`src/hdl/pspin_cfg_pkg.sv`:
```
// Task path configuration: queue sizes, cluster counts and descriptor field widths
package pspin_cfg_pkg;

  // Clusters and message processing queues
  localparam int unsigned NUM_CLUSTERS = 4;
  localparam int unsigned NUM_MPQ = 4;
  localparam int unsigned MPQ_DEPTH = 4;
  localparam int unsigned NUM_HERS_PER_CLUSTER = 2;

  // Descriptor fields
  localparam int unsigned ADDR_W = 32;
  localparam int unsigned MSG_ID_W = 8;
  localparam int unsigned SIZE_W = 16;

  localparam int unsigned MPQ_ID_W = (NUM_MPQ > 1) ? $clog2(NUM_MPQ) : 1;
  localparam int unsigned CLUSTER_ID_W = (NUM_CLUSTERS > 1) ? $clog2(NUM_CLUSTERS) : 1;

  // Queue pointers, queue fill level and per-cluster credits
  localparam int unsigned MPQ_PTR_W = (MPQ_DEPTH > 1) ? $clog2(MPQ_DEPTH) : 1;
  localparam int unsigned MPQ_CNT_W = $clog2(MPQ_DEPTH + 1);
  localparam int unsigned CREDIT_W = $clog2(NUM_HERS_PER_CLUSTER + 1);

endpackage

```
`src/hdl/pspin_descr_pkg.sv`:
```
// Descriptor types for handler execution requests, handler tasks and completion feedback
package pspin_descr_pkg;

  // Request from the packet generator
  typedef struct packed {
    logic [pspin_cfg_pkg::MPQ_ID_W-1:0] mpq_id;
    logic [pspin_cfg_pkg::MSG_ID_W-1:0] msg_id;
    logic [pspin_cfg_pkg::ADDR_W-1:0]   handler_addr;
    logic [pspin_cfg_pkg::ADDR_W-1:0]   pkt_addr;
    logic [pspin_cfg_pkg::SIZE_W-1:0]   pkt_size;
  } her_descr_t;

  // Work item handed to a cluster
  typedef struct packed {
    logic [pspin_cfg_pkg::MPQ_ID_W-1:0] mpq_id;
    logic [pspin_cfg_pkg::MSG_ID_W-1:0] msg_id;
    logic [pspin_cfg_pkg::ADDR_W-1:0]   handler_addr;
    logic [pspin_cfg_pkg::ADDR_W-1:0]   pkt_addr;
    logic [pspin_cfg_pkg::SIZE_W-1:0]   pkt_size;
  } handler_task_t;

  // Completion report naming the cluster that ran the task
  typedef struct packed {
    logic [pspin_cfg_pkg::MPQ_ID_W-1:0]     mpq_id;
    logic [pspin_cfg_pkg::MSG_ID_W-1:0]     msg_id;
    logic [pspin_cfg_pkg::ADDR_W-1:0]       pkt_addr;
    logic [pspin_cfg_pkg::CLUSTER_ID_W-1:0] cluster_id;
  } feedback_descr_t;

endpackage

```
`src/hdl/her_fifo.sv`:
```
// Single MPQ queue holding HER descriptors in a circular buffer
`timescale 1ns/10ps

module her_fifo (
  input  logic                        clk_i,
  input  logic                        rst_ni,
  input  logic                        push_i,
  input  pspin_descr_pkg::her_descr_t her_i,
  input  logic                        pop_i,
  output pspin_descr_pkg::her_descr_t her_o,
  output logic                        empty_o,
  output logic                        full_o
);

  typedef logic [pspin_cfg_pkg::MPQ_PTR_W-1:0] ptr_t;
  typedef logic [pspin_cfg_pkg::MPQ_CNT_W-1:0] cnt_t;

  pspin_descr_pkg::her_descr_t mem_q [pspin_cfg_pkg::MPQ_DEPTH];
  ptr_t wr_ptr_q;
  ptr_t rd_ptr_q;
  cnt_t count_q;

  // Wraps at MPQ_DEPTH, which need not be a power of two
  function automatic ptr_t ptr_next(input ptr_t ptr);
    if (ptr == ptr_t'(pspin_cfg_pkg::MPQ_DEPTH - 1)) begin
      return '0;
    end
    return ptr + 1'b1;
  endfunction

  always_ff @(posedge clk_i or negedge rst_ni) begin
    if (!rst_ni) begin
      wr_ptr_q <= '0;
      rd_ptr_q <= '0;
      count_q  <= '0;
    end else begin
      if (push_i) begin
        wr_ptr_q <= ptr_next(wr_ptr_q);
      end
      if (pop_i) begin
        rd_ptr_q <= ptr_next(rd_ptr_q);
      end
      if (push_i && !pop_i) begin
        count_q <= count_q + 1'b1;
      end else if (pop_i && !push_i) begin
        count_q <= count_q - 1'b1;
      end
    end
  end

  always_ff @(posedge clk_i) begin
    if (push_i) begin
      mem_q[wr_ptr_q] <= her_i;
    end
  end

  assign her_o   = mem_q[rd_ptr_q];
  assign empty_o = (count_q == '0);
  assign full_o  = (count_q == cnt_t'(pspin_cfg_pkg::MPQ_DEPTH));

  // Steering logic upstream must respect the flags
  assert property (@(posedge clk_i) disable iff (!rst_ni) push_i |-> !full_o)
    else $error("HER pushed into a full MPQ queue");

  assert property (@(posedge clk_i) disable iff (!rst_ni) pop_i |-> !empty_o)
    else $error("HER popped from an empty MPQ queue");

endmodule

```
`src/hdl/mpq_engine.sv`:
```
// MPQ engine with per-MPQ HER queues, round-robin task issue and feedback return to the NIC
`timescale 1ns/10ps

module mpq_engine (
  input  logic                                   clk_i,
  input  logic                                   rst_ni,

  input  logic                                   her_valid_i,
  output logic                                   her_ready_o,
  input  pspin_descr_pkg::her_descr_t            her_i,

  output logic [pspin_cfg_pkg::NUM_MPQ-1:0]      mpq_full_o,

  output logic                                   task_valid_o,
  input  logic                                   task_ready_i,
  output pspin_descr_pkg::handler_task_t         task_o,

  input  logic                                   fb_valid_i,
  output logic                                   fb_ready_o,
  input  pspin_descr_pkg::feedback_descr_t       fb_i,

  output logic                                   nic_feedback_valid_o,
  input  logic                                   nic_feedback_ready_i,
  output pspin_descr_pkg::feedback_descr_t       nic_feedback_o
);

  typedef logic [pspin_cfg_pkg::MPQ_ID_W-1:0] mpq_idx_t;

  logic [pspin_cfg_pkg::NUM_MPQ-1:0] push;
  logic [pspin_cfg_pkg::NUM_MPQ-1:0] pop;
  logic [pspin_cfg_pkg::NUM_MPQ-1:0] empty;
  logic [pspin_cfg_pkg::NUM_MPQ-1:0] full;
  pspin_descr_pkg::her_descr_t [pspin_cfg_pkg::NUM_MPQ-1:0] head;

  logic                             her_fire;
  mpq_idx_t                         rr_q;
  mpq_idx_t                         sel;
  logic                             sel_valid;
  logic                             task_load;
  logic                             task_valid_q;
  pspin_descr_pkg::handler_task_t   task_q;
  logic                             fb_fire;
  logic                             nic_valid_q;
  pspin_descr_pkg::feedback_descr_t nic_fb_q;

  // Stall the generator as soon as any queue fills up
  assign her_ready_o = ~|full;
  assign her_fire    = her_valid_i && her_ready_o;
  assign mpq_full_o  = full;

  for (genvar q = 0; q < pspin_cfg_pkg::NUM_MPQ; q++) begin : gen_mpq
    assign push[q] = her_fire && (her_i.mpq_id == mpq_idx_t'(q));
    assign pop[q]  = task_load && (sel == mpq_idx_t'(q));

    her_fifo i_her_fifo (
      .clk_i   (clk_i),
      .rst_ni  (rst_ni),
      .push_i  (push[q]),
      .her_i   (her_i),
      .pop_i   (pop[q]),
      .her_o   (head[q]),
      .empty_o (empty[q]),
      .full_o  (full[q])
    );
  end

  // First non-empty queue at or after the round-robin pointer
  always_comb begin
    int idx;
    sel       = rr_q;
    sel_valid = 1'b0;
    for (int k = 0; k < pspin_cfg_pkg::NUM_MPQ; k++) begin
      idx = (int'(rr_q) + k) % pspin_cfg_pkg::NUM_MPQ;
      if (!sel_valid && !empty[idx]) begin
        sel       = mpq_idx_t'(idx);
        sel_valid = 1'b1;
      end
    end
  end

  assign task_load = sel_valid && (!task_valid_q || task_ready_i);
  assign fb_ready_o = !nic_valid_q || nic_feedback_ready_i;
  assign fb_fire    = fb_valid_i && fb_ready_o;

  always_ff @(posedge clk_i or negedge rst_ni) begin
    if (!rst_ni) begin
      rr_q         <= '0;
      task_valid_q <= 1'b0;
      nic_valid_q  <= 1'b0;
    end else begin
      if (task_load) begin
        task_valid_q <= 1'b1;
        rr_q         <= mpq_idx_t'((int'(sel) + 1) % pspin_cfg_pkg::NUM_MPQ);
      end else if (task_ready_i) begin
        task_valid_q <= 1'b0;
      end
      if (fb_fire) begin
        nic_valid_q <= 1'b1;
      end else if (nic_feedback_ready_i) begin
        nic_valid_q <= 1'b0;
      end
    end
  end

  always_ff @(posedge clk_i) begin
    if (task_load) begin
      task_q.mpq_id       <= head[sel].mpq_id;
      task_q.msg_id       <= head[sel].msg_id;
      task_q.handler_addr <= head[sel].handler_addr;
      task_q.pkt_addr     <= head[sel].pkt_addr;
      task_q.pkt_size     <= head[sel].pkt_size;
    end
    if (fb_fire) begin
      nic_fb_q <= fb_i;
    end
  end

  assign task_valid_o         = task_valid_q;
  assign task_o               = task_q;
  assign nic_feedback_valid_o = nic_valid_q;
  assign nic_feedback_o       = nic_fb_q;

  // The scheduler holds its feedback until it is taken
  assert property (@(posedge clk_i) disable iff (!rst_ni)
    fb_valid_i && !fb_ready_o |=> fb_valid_i && $stable(fb_i))
    else $error("Feedback input changed while stalled");

endmodule

```
`src/hdl/pspin_top.sv`:
```
// Packet handling top level: MPQ engine feeding the cluster task scheduler
`timescale 1ns/10ps

module pspin_top (
  input  logic                                                         clk_i,
  input  logic                                                         rst_ni,

  // From the packet generator
  input  logic                                                         her_valid_i,
  output logic                                                         her_ready_o,
  input  pspin_descr_pkg::her_descr_t                                  her_i,

  output logic [pspin_cfg_pkg::NUM_MPQ-1:0]                            mpq_full_o,

  // Feedback to the NIC
  output logic                                                         nic_feedback_valid_o,
  input  logic                                                         nic_feedback_ready_i,
  output pspin_descr_pkg::feedback_descr_t                             nic_feedback_o,

  // Cluster task ports
  output logic [pspin_cfg_pkg::NUM_CLUSTERS-1:0]                       cluster_task_valid_o,
  input  logic [pspin_cfg_pkg::NUM_CLUSTERS-1:0]                       cluster_task_ready_i,
  output pspin_descr_pkg::handler_task_t [pspin_cfg_pkg::NUM_CLUSTERS-1:0]
                                                                       cluster_task_o,

  // Cluster feedback ports
  input  logic [pspin_cfg_pkg::NUM_CLUSTERS-1:0]                       cluster_fb_valid_i,
  output logic [pspin_cfg_pkg::NUM_CLUSTERS-1:0]                       cluster_fb_ready_o,
  input  pspin_descr_pkg::feedback_descr_t [pspin_cfg_pkg::NUM_CLUSTERS-1:0]
                                                                       cluster_fb_i
);

  // MPQ engine to scheduler
  logic                             task_valid;
  logic                             task_ready;
  pspin_descr_pkg::handler_task_t   task_descr;

  // Scheduler to MPQ engine
  logic                             fb_valid;
  logic                             fb_ready;
  pspin_descr_pkg::feedback_descr_t fb;

  mpq_engine i_mpq_engine (
    .clk_i                (clk_i),
    .rst_ni               (rst_ni),
    .her_valid_i          (her_valid_i),
    .her_ready_o          (her_ready_o),
    .her_i                (her_i),
    .mpq_full_o           (mpq_full_o),
    .task_valid_o         (task_valid),
    .task_ready_i         (task_ready),
    .task_o               (task_descr),
    .fb_valid_i           (fb_valid),
    .fb_ready_o           (fb_ready),
    .fb_i                 (fb),
    .nic_feedback_valid_o (nic_feedback_valid_o),
    .nic_feedback_ready_i (nic_feedback_ready_i),
    .nic_feedback_o       (nic_feedback_o)
  );

  task_scheduler i_task_scheduler (
    .clk_i                (clk_i),
    .rst_ni               (rst_ni),
    .task_valid_i         (task_valid),
    .task_ready_o         (task_ready),
    .task_i               (task_descr),
    .cluster_task_valid_o (cluster_task_valid_o),
    .cluster_task_ready_i (cluster_task_ready_i),
    .cluster_task_o       (cluster_task_o),
    .cluster_fb_valid_i   (cluster_fb_valid_i),
    .cluster_fb_ready_o   (cluster_fb_ready_o),
    .cluster_fb_i         (cluster_fb_i),
    .fb_valid_o           (fb_valid),
    .fb_ready_i           (fb_ready),
    .fb_o                 (fb)
  );

endmodule

```
`src/hdl/task_scheduler.sv`:
```
// Task scheduler for credit-limited dispatch of handler tasks to clusters and feedback collection
`timescale 1ns/10ps

module task_scheduler (
  input  logic                                                         clk_i,
  input  logic                                                         rst_ni,

  input  logic                                                         task_valid_i,
  output logic                                                         task_ready_o,
  input  pspin_descr_pkg::handler_task_t                               task_i,

  output logic [pspin_cfg_pkg::NUM_CLUSTERS-1:0]                       cluster_task_valid_o,
  input  logic [pspin_cfg_pkg::NUM_CLUSTERS-1:0]                       cluster_task_ready_i,
  output pspin_descr_pkg::handler_task_t [pspin_cfg_pkg::NUM_CLUSTERS-1:0]
                                                                       cluster_task_o,

  input  logic [pspin_cfg_pkg::NUM_CLUSTERS-1:0]                       cluster_fb_valid_i,
  output logic [pspin_cfg_pkg::NUM_CLUSTERS-1:0]                       cluster_fb_ready_o,
  input  pspin_descr_pkg::feedback_descr_t [pspin_cfg_pkg::NUM_CLUSTERS-1:0]
                                                                       cluster_fb_i,

  output logic                                                         fb_valid_o,
  input  logic                                                         fb_ready_i,
  output pspin_descr_pkg::feedback_descr_t                             fb_o
);

  typedef logic [pspin_cfg_pkg::CLUSTER_ID_W-1:0] cl_idx_t;
  typedef logic [pspin_cfg_pkg::CREDIT_W-1:0]     credit_t;

  logic [pspin_cfg_pkg::NUM_CLUSTERS-1:0]    avail;
  logic [pspin_cfg_pkg::NUM_CLUSTERS-1:0]    task_fire;
  logic [pspin_cfg_pkg::NUM_CLUSTERS-1:0]    fb_fire;
  credit_t [pspin_cfg_pkg::NUM_CLUSTERS-1:0] credit_q;
  logic [pspin_cfg_pkg::NUM_CLUSTERS-1:0]    slot_valid_q;
  pspin_descr_pkg::handler_task_t [pspin_cfg_pkg::NUM_CLUSTERS-1:0] slot_task_q;

  cl_idx_t                          task_sel;
  logic                             task_accept;
  cl_idx_t                          fb_rr_q;
  logic                             fb_free;
  logic                             fb_valid_q;
  pspin_descr_pkg::feedback_descr_t fb_q;
  pspin_descr_pkg::feedback_descr_t fb_d;

  assign fb_free = !fb_valid_q || fb_ready_i;

  for (genvar c = 0; c < pspin_cfg_pkg::NUM_CLUSTERS; c++) begin : gen_cluster
    // A cluster can take a task if its slot is free and it still has credit
    assign avail[c]     = !slot_valid_q[c] && (credit_q[c] != '0);
    assign task_fire[c] = slot_valid_q[c] && cluster_task_ready_i[c];

    // Feedback is polled one cluster per cycle
    assign cluster_fb_ready_o[c] = fb_free && (fb_rr_q == cl_idx_t'(c));
    assign fb_fire[c]            = cluster_fb_valid_i[c] && cluster_fb_ready_o[c];

    // Credit leaves the range only if a cluster reports work it never got
    assert property (@(posedge clk_i) disable iff (!rst_ni)
      !(task_fire[c] && !fb_fire[c] && credit_q[c] == '0) &&
      !(fb_fire[c] && !task_fire[c] &&
        credit_q[c] == credit_t'(pspin_cfg_pkg::NUM_HERS_PER_CLUSTER)))
      else $error("Cluster %0d credit out of range", c);
  end

  assign task_ready_o = |avail;
  assign task_accept  = task_valid_i && task_ready_o;

  // Lowest-indexed available cluster wins
  always_comb begin
    task_sel = '0;
    for (int c = pspin_cfg_pkg::NUM_CLUSTERS - 1; c >= 0; c--) begin
      if (avail[c]) begin
        task_sel = cl_idx_t'(c);
      end
    end
  end

  always_comb begin
    fb_d            = cluster_fb_i[fb_rr_q];
    fb_d.cluster_id = fb_rr_q;
  end

  always_ff @(posedge clk_i or negedge rst_ni) begin
    if (!rst_ni) begin
      credit_q     <= {pspin_cfg_pkg::NUM_CLUSTERS{
                        credit_t'(pspin_cfg_pkg::NUM_HERS_PER_CLUSTER)}};
      slot_valid_q <= '0;
      fb_rr_q      <= '0;
      fb_valid_q   <= 1'b0;
    end else begin
      for (int c = 0; c < pspin_cfg_pkg::NUM_CLUSTERS; c++) begin
        if (task_fire[c] && !fb_fire[c]) begin
          credit_q[c] <= credit_q[c] - 1'b1;
        end else if (fb_fire[c] && !task_fire[c]) begin
          credit_q[c] <= credit_q[c] + 1'b1;
        end
        if (task_accept && task_sel == cl_idx_t'(c)) begin
          slot_valid_q[c] <= 1'b1;
        end else if (cluster_task_ready_i[c]) begin
          slot_valid_q[c] <= 1'b0;
        end
      end
      if (fb_free) begin
        fb_rr_q <= cl_idx_t'((int'(fb_rr_q) + 1) % pspin_cfg_pkg::NUM_CLUSTERS);
      end
      if (|fb_fire) begin
        fb_valid_q <= 1'b1;
      end else if (fb_ready_i) begin
        fb_valid_q <= 1'b0;
      end
    end
  end

  always_ff @(posedge clk_i) begin
    if (task_accept) begin
      slot_task_q[task_sel] <= task_i;
    end
    if (|fb_fire) begin
      fb_q <= fb_d;
    end
  end

  assign cluster_task_valid_o = slot_valid_q;
  assign cluster_task_o       = slot_task_q;
  assign fb_valid_o           = fb_valid_q;
  assign fb_o                 = fb_q;

endmodule
```
`config.mk`:
```
export PLATFORM = sky130hd
export DESIGN_NAME = pspin_top
export DESIGN_NICKNAME = d
export VERILOG_FILES = /design/src/hdl/pspin_cfg_pkg.sv /design/src/hdl/pspin_descr_pkg.sv /design/src/hdl/her_fifo.sv /design/src/hdl/mpq_engine.sv /design/src/hdl/pspin_top.sv /design/src/hdl/task_scheduler.sv
export SDC_FILE = /design/constraint.sdc
export NUM_CORES = 2
export LEC_CHECK = 0
export ABC_CLOCK_PERIOD_IN_PS = 11180
export BUFFER_PORTS_ARGS = -buffer_cell sky130_fd_sc_hd__buf_2
export CAP_MARGIN = 10
export CORE_MARGIN = 8
export CORE_UTILIZATION = 45
export DETAILED_ROUTE_END_ITERATION = 8
export PLACE_DENSITY = 0.67
export SYNTH_ARGS = -nofsm -noshare
export SYNTH_HDL_FRONTEND = slang
export SYNTH_SLANG_ARGS = --single-unit
```
`constraint.sdc`:
```
create_clock -name clk_i -period 11.18 [get_ports clk_i]
set_clock_uncertainty 0.05 [all_clocks]
set_input_delay 1.677 -clock clk_i [delete_from_list [all_inputs] [get_ports clk_i]]
set_output_delay 1.677 -clock clk_i [all_outputs]
set_load 0.05 [all_outputs]
```
==> metrics, run 1 <==
Hold WC Path Type flip-flop to flip-flop; final worst-path cycle share 39.66%; Initial Util 45.16%; vias in the first global route roughly 37000; synthesis warning total 0; global-route wire length before repair 261600 um; Hold Worst Slack around 360 ps; hold-fix buffers at CTS 0; register area share after synthesis 81.57%; DR vias 35950; run status completed; post-synthesis register bit count 2025; pin count of the biggest net entering global routing 139; Core Area 164400 um2; maximum fanout along the worst path between 40 and 50; post-DR wirelength/cell 28.41 um; Die H ~420 um; clk_lat worst skew 820 ps; CTS Buf Count 191; Synth top area share 79.98%; Req. time, crit path 9450 ps; Critical Path Sink Type output port; total track usage 19.97%; top post-synthesis cells by area edfxtp_1 (80%), mux4_2 (12%), dfrtp_1 (1.4%); synth unique cells 50; drt pass-1 iters 6; Syn Nets 3567; Peak Freq ~0.23 GHz; Via-to-Cell Ratio about 5.6; Final nets 4348; FF+latch area ~61000 um2; Port Buffers 687; Relative slew margins 20.19%; CTS resizes 0; clk sink count 2025; Power Dens Cells 307.9 nW/um2; setup TNS 0 ps; Antenna Nets Post-Route 0; Final Hold Violating Endpoints 0; total die area 178300 um2; Synth Area per Inst around 23 um2; unrepaired setup endpoints after global routing no; fin. max-slew vios 0; Setup Fix Bufs, Post-CTS 0; Layout fillers between 10000 and 15000; CTS root buf clkbuf_16; Setup-failing EPs final 0; grt ovf 0; Slew @ Worst Pin 1197 ps; Mapped Cells 3253; DRC Markers 0; chip width 422.2 um; routed wire length around 180000 um; initial DRC count 3333; layout cells sized above 1 between 30% and 40%; DP Wirelength 102500 um; Cell Area, Synth 74260 um2; Leak just under 30 nW; area of the multi-input gates 13050 um2; CTS H-tree depth 4; # rows 149; maximum root-to-sink buffer count 3; VDD IR max 318.6 uV; DP Area 80390 um2; Layout Utilization between 50 and 60%; CP Class flip-flop to output port; # IOs 696; Startpoint Class flip-flop; Max-Cap Viols 0; flop2flop setup slack 6950 ps; Synth area leader edfxtp_1; P&R area growth vs syn 16.53%; Critical Path AT 2710 ps; Tmin final approximately 4400 ps; RD Place Congestion 0.8001; CTS tree built; antenna violations before repair 62; cell area after layout slightly below 90000 um2; CTS clk-pin slew, worst paths 70 ps
==> final cells by class <==
class / count / area share, %
sequential: 2025 / 70.04
clock inverter: 119 / 1.206
clock buffer: 234 / 5.832
inverter: 26 / 0.1157
timing repair buffer: 742 / 4.493
antenna: 24 / 0.06940
multi-input combinational: 1048 / 15.08
tap: 2189 / 3.165
==> metal layers <==
layer,up-vias,wire [um],track usage (%)
met3,345,12920,4.554
met1,19060,68080,24.52
met2,1425,94300,34.68
li1,15100,-,-
met5,-,180,0
met4,28,6516,7.421
==> cell families (layout without fill, tap and decap cells) <==
group / Yosys count / after routing / synth area share (%)
multiplexers: 422 / 422 / 12.49
XOR/XNOR: 26 / 26 / 0.3066
flip-flops: 2025 / 2025 / 81.57
adder cells (fa/ha/maj): 36 / 36 / 0.6470
AO/OA/AOI/OAI: 293 / 293 / 2.354
other: 0 / 24 / 0
buffers and inverters: 180 / 1121 / 0.9923
AND/OR/NAND/NOR: 271 / 271 / 1.634
==> Yosys cell counts, drive strengths merged <==
master / instances
a211o: 1
or4: 3
and2: 25
nand2b: 4
a211oi: 2
xor2: 12
nor2: 24
o2bb2ai: 1
nand3: 3
and4: 1
o32ai: 1
nor4: 2
nand3b: 1
o21ai: 3
mux4: 402
a21boi: 1
dfstp: 4
edfxtp: 1978
or4b: 1
ha: 32
a21oi: 181
fa: 4
dfrtp: 43
nand4: 1
a21o: 1
mux2: 20
o21bai: 4
nor3b: 4
nor3: 12
o22ai: 5
clkbuf: 94
or3: 2
nand2: 188
o211a: 1
buf: 60
clkinv: 1
a22oi: 92
xnor2: 14
inv: 25
==> placed cells by master (no fill, tap or decap), drive strengths merged, types with 5 or more instances in the layout <==
| cell | n |
|---|---|
| a21oi | 181 |
| a22oi | 92 |
| and2 | 25 |
| buf | 742 |
| bufinv | 14 |
| clkbuf | 234 |
| clkinv | 89 |
| clkinvlp | 8 |
| dfrtp | 43 |
| diode | 24 |
| edfxtp | 1978 |
| ha | 32 |
| inv | 34 |
| mux2 | 20 |
| mux4 | 402 |
| nand2 | 188 |
| nor2 | 24 |
| nor3 | 12 |
| o22ai | 5 |
| xnor2 | 14 |
| xor2 | 12 |
==> per-stage QoR <==
stage | std cells | total power, mW | setup WS [ps]
after global placement | 6030 | 20.56 | 6048
after CTS | 6383 | 26.96 | 6631
after floorplan | 3253 | 17.55 | 3219
final | 6407 | 26.65 | 6746
after global routing | 6397 | 27.67 | 6572
after detailed placement | 6030 | 20.66 | 6047
==> registers in the layout, indices dropped and copies added, names as in the netlist, 2 cells and up <==
| signal | flops |
|---|---|
| i_mpq_engine.gen_mpq.i_her_fifo.mem_q | 1440 |
| i_task_scheduler.cluster_task_o | 360 |
| i_mpq_engine.task_o | 90 |
| i_mpq_engine.nic_feedback_o | 44 |
| i_task_scheduler.fb_o | 44 |
| i_mpq_engine.gen_mpq.i_her_fifo.count_q | 12 |
| i_mpq_engine.gen_mpq.i_her_fifo.rd_ptr_q | 8 |
| i_mpq_engine.gen_mpq.i_her_fifo.wr_ptr_q | 8 |
| i_task_scheduler.credit_q | 8 |
| i_task_scheduler.cluster_task_valid_o | 4 |
| i_mpq_engine.rr_q | 2 |
| i_task_scheduler.fb_rr_q | 2 |
==> worst max-delay path: stages (launching register included) <==
cell and delay, ps:
dfrtp_2 1050, inv_1 200, ha_1 260, and2_1 160, buf_2 210
==> path summary, 6_finish.rpt <==
check / start / endpoint / cells after the start
hold / removal: i_task_scheduler.fb_o[8]$_DFFE_PP_ / i_mpq_engine.nic_feedback_o[8]$_DFFE_PP_ / 0
hold reg to reg: i_task_scheduler.fb_o[8]$_DFFE_PP_ / i_mpq_engine.nic_feedback_o[8]$_DFFE_PP_ / 0
min in group asynchronous: rst_ni / i_mpq_engine.gen_mpq[0].i_her_fifo.rd_ptr_q[0]$_DFFE_PN0P_ / 2
max in group asynchronous: rst_ni / i_mpq_engine.gen_mpq[3].i_her_fifo.rd_ptr_q[1]$_DFFE_PN0P_ / 2
setup / recovery: i_task_scheduler.fb_rr_q[1]$_DFFE_PN0P_ / cluster_fb_ready_o[0] / 4
setup reg to reg: i_mpq_engine.gen_mpq[1].i_her_fifo.count_q[0]$_DFFE_PN0P_ / i_mpq_engine.task_o[36]$_DFFE_PP_ / 7
==> where the power goes <==
part | total (mW) | internal, mW | switching [mW]
Sequential | 11.2 | 10.4 | 0.850
Combinational | 9.12 | 2.66 | 6.46
Clock | 6.31 | 3.54 | 2.76
No activity file was read; power rests on OpenSTA's default activity.
==> inputs of run 2 (changes only) <==
- ABC_CLOCK_PERIOD_IN_PS: 11180 -> 4300
- clock period: 11.18 -> 4.3 ns (I/O delays scaled with it)
==> run 2 against run 1 <==
Via count rose by 0.87%. Non-clock buffer count rose by 54. Sequential power rose to 2.6 times the previous value. Routed wire length fell by 0.44%. Cell area rose by 1.3%. Clock power rose to 2.6 times the previous value. Critical path type is now flip-flop to flip-flop.
==> metrics, run 2 (synthesized netlist as in run 1, its figures left out) <==
Final Hold Violating Endpoints 0; # IOs roughly 700; Initial Util 45.16%; Hold WC Path Type primary input to flip-flop; chip width 422.2 um; worst slack, placed 966.2 ps; Critical Path AT 3830 ps; NetSw roughly 26 mW; maximum fanout along the worst path 46; Req. time, crit path 4820 ps; CTS Buf Count 193; RD Place Congestion 0.7820; commonest non-fill, non-tap cell in the layout edfxtp_1; Final WS setup 995.7 ps; Max-Cap Viols 0; Hold Worst Slack 94.00 ps; DRC Markers 0; DR vias 36260; post-DR wirelength/cell around 28 um; Power Dens Cells approximately 790 nW/um2; clk sink count between 2000 and 2500; total die area about 180000 um2; CP Class flip-flop to flip-flop; vias in the first global route 37170; initial DRC count 3535; cell area after layout 87650 um2; Startpoint Class flip-flop; Critical Path Sink Type flip-flop; Setup Fix Bufs, Post-CTS 0; CTS H-tree depth 4; unrepaired setup endpoints after global routing no; global-route wire length before repair 261500 um; run status completed; Setup-failing EPs final 0; drt pass-1 iters 5; Port Buffers 687; most frequent cells in the layout edfxtp_1 (1978), buf_2 (687), mux4_2 (402); Slew @ Worst Pin 1111 ps; Final nets 4404; Tmin final 3304 ps; total track usage 19.83%; grt ovf 0; Relative slew margins 25.94%; Internal 43.70 mW; Top reg by flops i_mpq_engine.gen_mpq.i_her_fifo.mem_q; DP Area 81300 um2; clock share of power between 20% and 30%; # rows 149; final worst-path cycle share between 70% and 80%; CTS clk-pin slew, worst paths about 60 ps; layout cells sized above 1 35.54%; VDD IR max 781.8 uV; combinational power share about a third; Antenna Nets Post-Route 0; Leak 29.32 nW; Die H 422.2 um; DP Wirelength 107300 um; pin count of the biggest net entering global routing 96; Core Area 164400 um2; antenna violations before repair 57; Peak Freq 0.3026 GHz; maximum root-to-sink buffer count 3; P&R area growth vs syn 18.03%; Via-to-Cell Ratio 5.609; routed wire length between 150000 and 200000 um; fin. max-slew vios 0; clk_lat worst skew 820 ps; CTS root buf clkbuf_16; Switching Fraction 37.26%; number of flip-flops under the largest register name approximately 1400; CTS tree built; Layout fillers 12500; sequential power share 42.3%
-- run 2: cell count changes in the layout (fill, tap and decap cells not counted), sizes merged, moves of 2 or more --
cell,delta
buf,+49
clkbuf,+6
clkinv,+2
dlygate4sd3,+5
bufinv,+2
diode,-2
inv,-3
-- run 2: layer usage --
| layer | track usage, % | vias to the layer above | share of wire [%] |
|---|---|---|---|
| met5 | 0 | - | 0.070 |
| met4 | 6.545 | 20 | 3.2 |
| met3 | 4.407 | 332 | 6.9 |
| met2 | 34.76 | 1418 | 52 |
| met1 | 24.52 | 19270 | 38 |
| li1 | - | 15220 | - |
-- run 2: critical path, stage by stage, from the launching register on --
cell      delay, ps
dfrtp_1         450
or4_1           540
o211a_1         270
a211oi_4        360
buf_12          340
buf_4           540
nand2_1         110
a22oi_1         380
-- run 2: stage by stage --
stage,util (%),power (mW),instances,setup TNS (ps)
finish,53.31,69.65,6465,0
global route,53.29,72.32,6455,0
CTS,53.27,70.38,6443,0
detailed placement,49.44,53.73,6079,0
global placement,49.44,53.48,6079,0
floorplan,-,45.52,3253,-213890
-- run 2: power by group through the flow --
stage                     Combinational (mW)  Clock [mW]  Sequential (mW)
after detailed placement                23.7           0             30.0
after global routing                    24.7        17.7             29.9
after CTS                               23.8        16.9             29.6
after global placement                  23.6           0             29.9
final                                   23.5        16.7             29.5
after floorplan                         10.9           0             34.7
-- run 2: final cells by class --
cell class	count	area, um2	share of cell area [%]
Antenna cell	22	55.05	0.06281
Clock buffer	240	5112	5.833
Clock inverter	119	1137	1.298
Inverter	26	100.1	0.1142
Multi-Input combinational cell	1048	13070	14.91
Sequential cell	2025	60610	69.15
Tap cell	2189	2739	3.125
Timing Repair Buffer	796	4832	5.513
-- run 2: final timing paths --
| check | start | to | slack [ps] | cells past startpoint |
|---|---|---|---|---|
| hold / removal | nic_feedback_ready_i | i_mpq_engine.nic_feedback_valid_o$_DFFE_PN0P_ | 90 | 3 |
| max in group asynchronous | rst_ni | i_mpq_engine.gen_mpq[1].i_her_fifo.rd_ptr_q[0]$_DFFE_PN0P_ | 3010 | 3 |
| setup / recovery | i_mpq_engine.gen_mpq[2].i_her_fifo.count_q[1]$_DFFE_PN0P_ | i_mpq_engine.task_o[33]$_DFFE_PP_ | 1000 | 7 |
| min in group asynchronous | rst_ni | i_mpq_engine.gen_mpq[1].i_her_fifo.count_q[2]$_DFFE_PN0P_ | 350 | 2 |
| hold reg to reg | i_task_scheduler.fb_o[9]$_DFFE_PP_ | i_mpq_engine.nic_feedback_o[9]$_DFFE_PP_ | 370 | 0 |
| setup reg to reg | i_mpq_engine.gen_mpq[2].i_her_fifo.count_q[1]$_DFFE_PN0P_ | i_mpq_engine.task_o[33]$_DFFE_PP_ | 1000 | 7 |
-- run 2: what timing repair did --
action,4_1_cts,5_1_grt
resized for setup,0,0
hold buffers,5,0
hold endpoints to repair,24,0
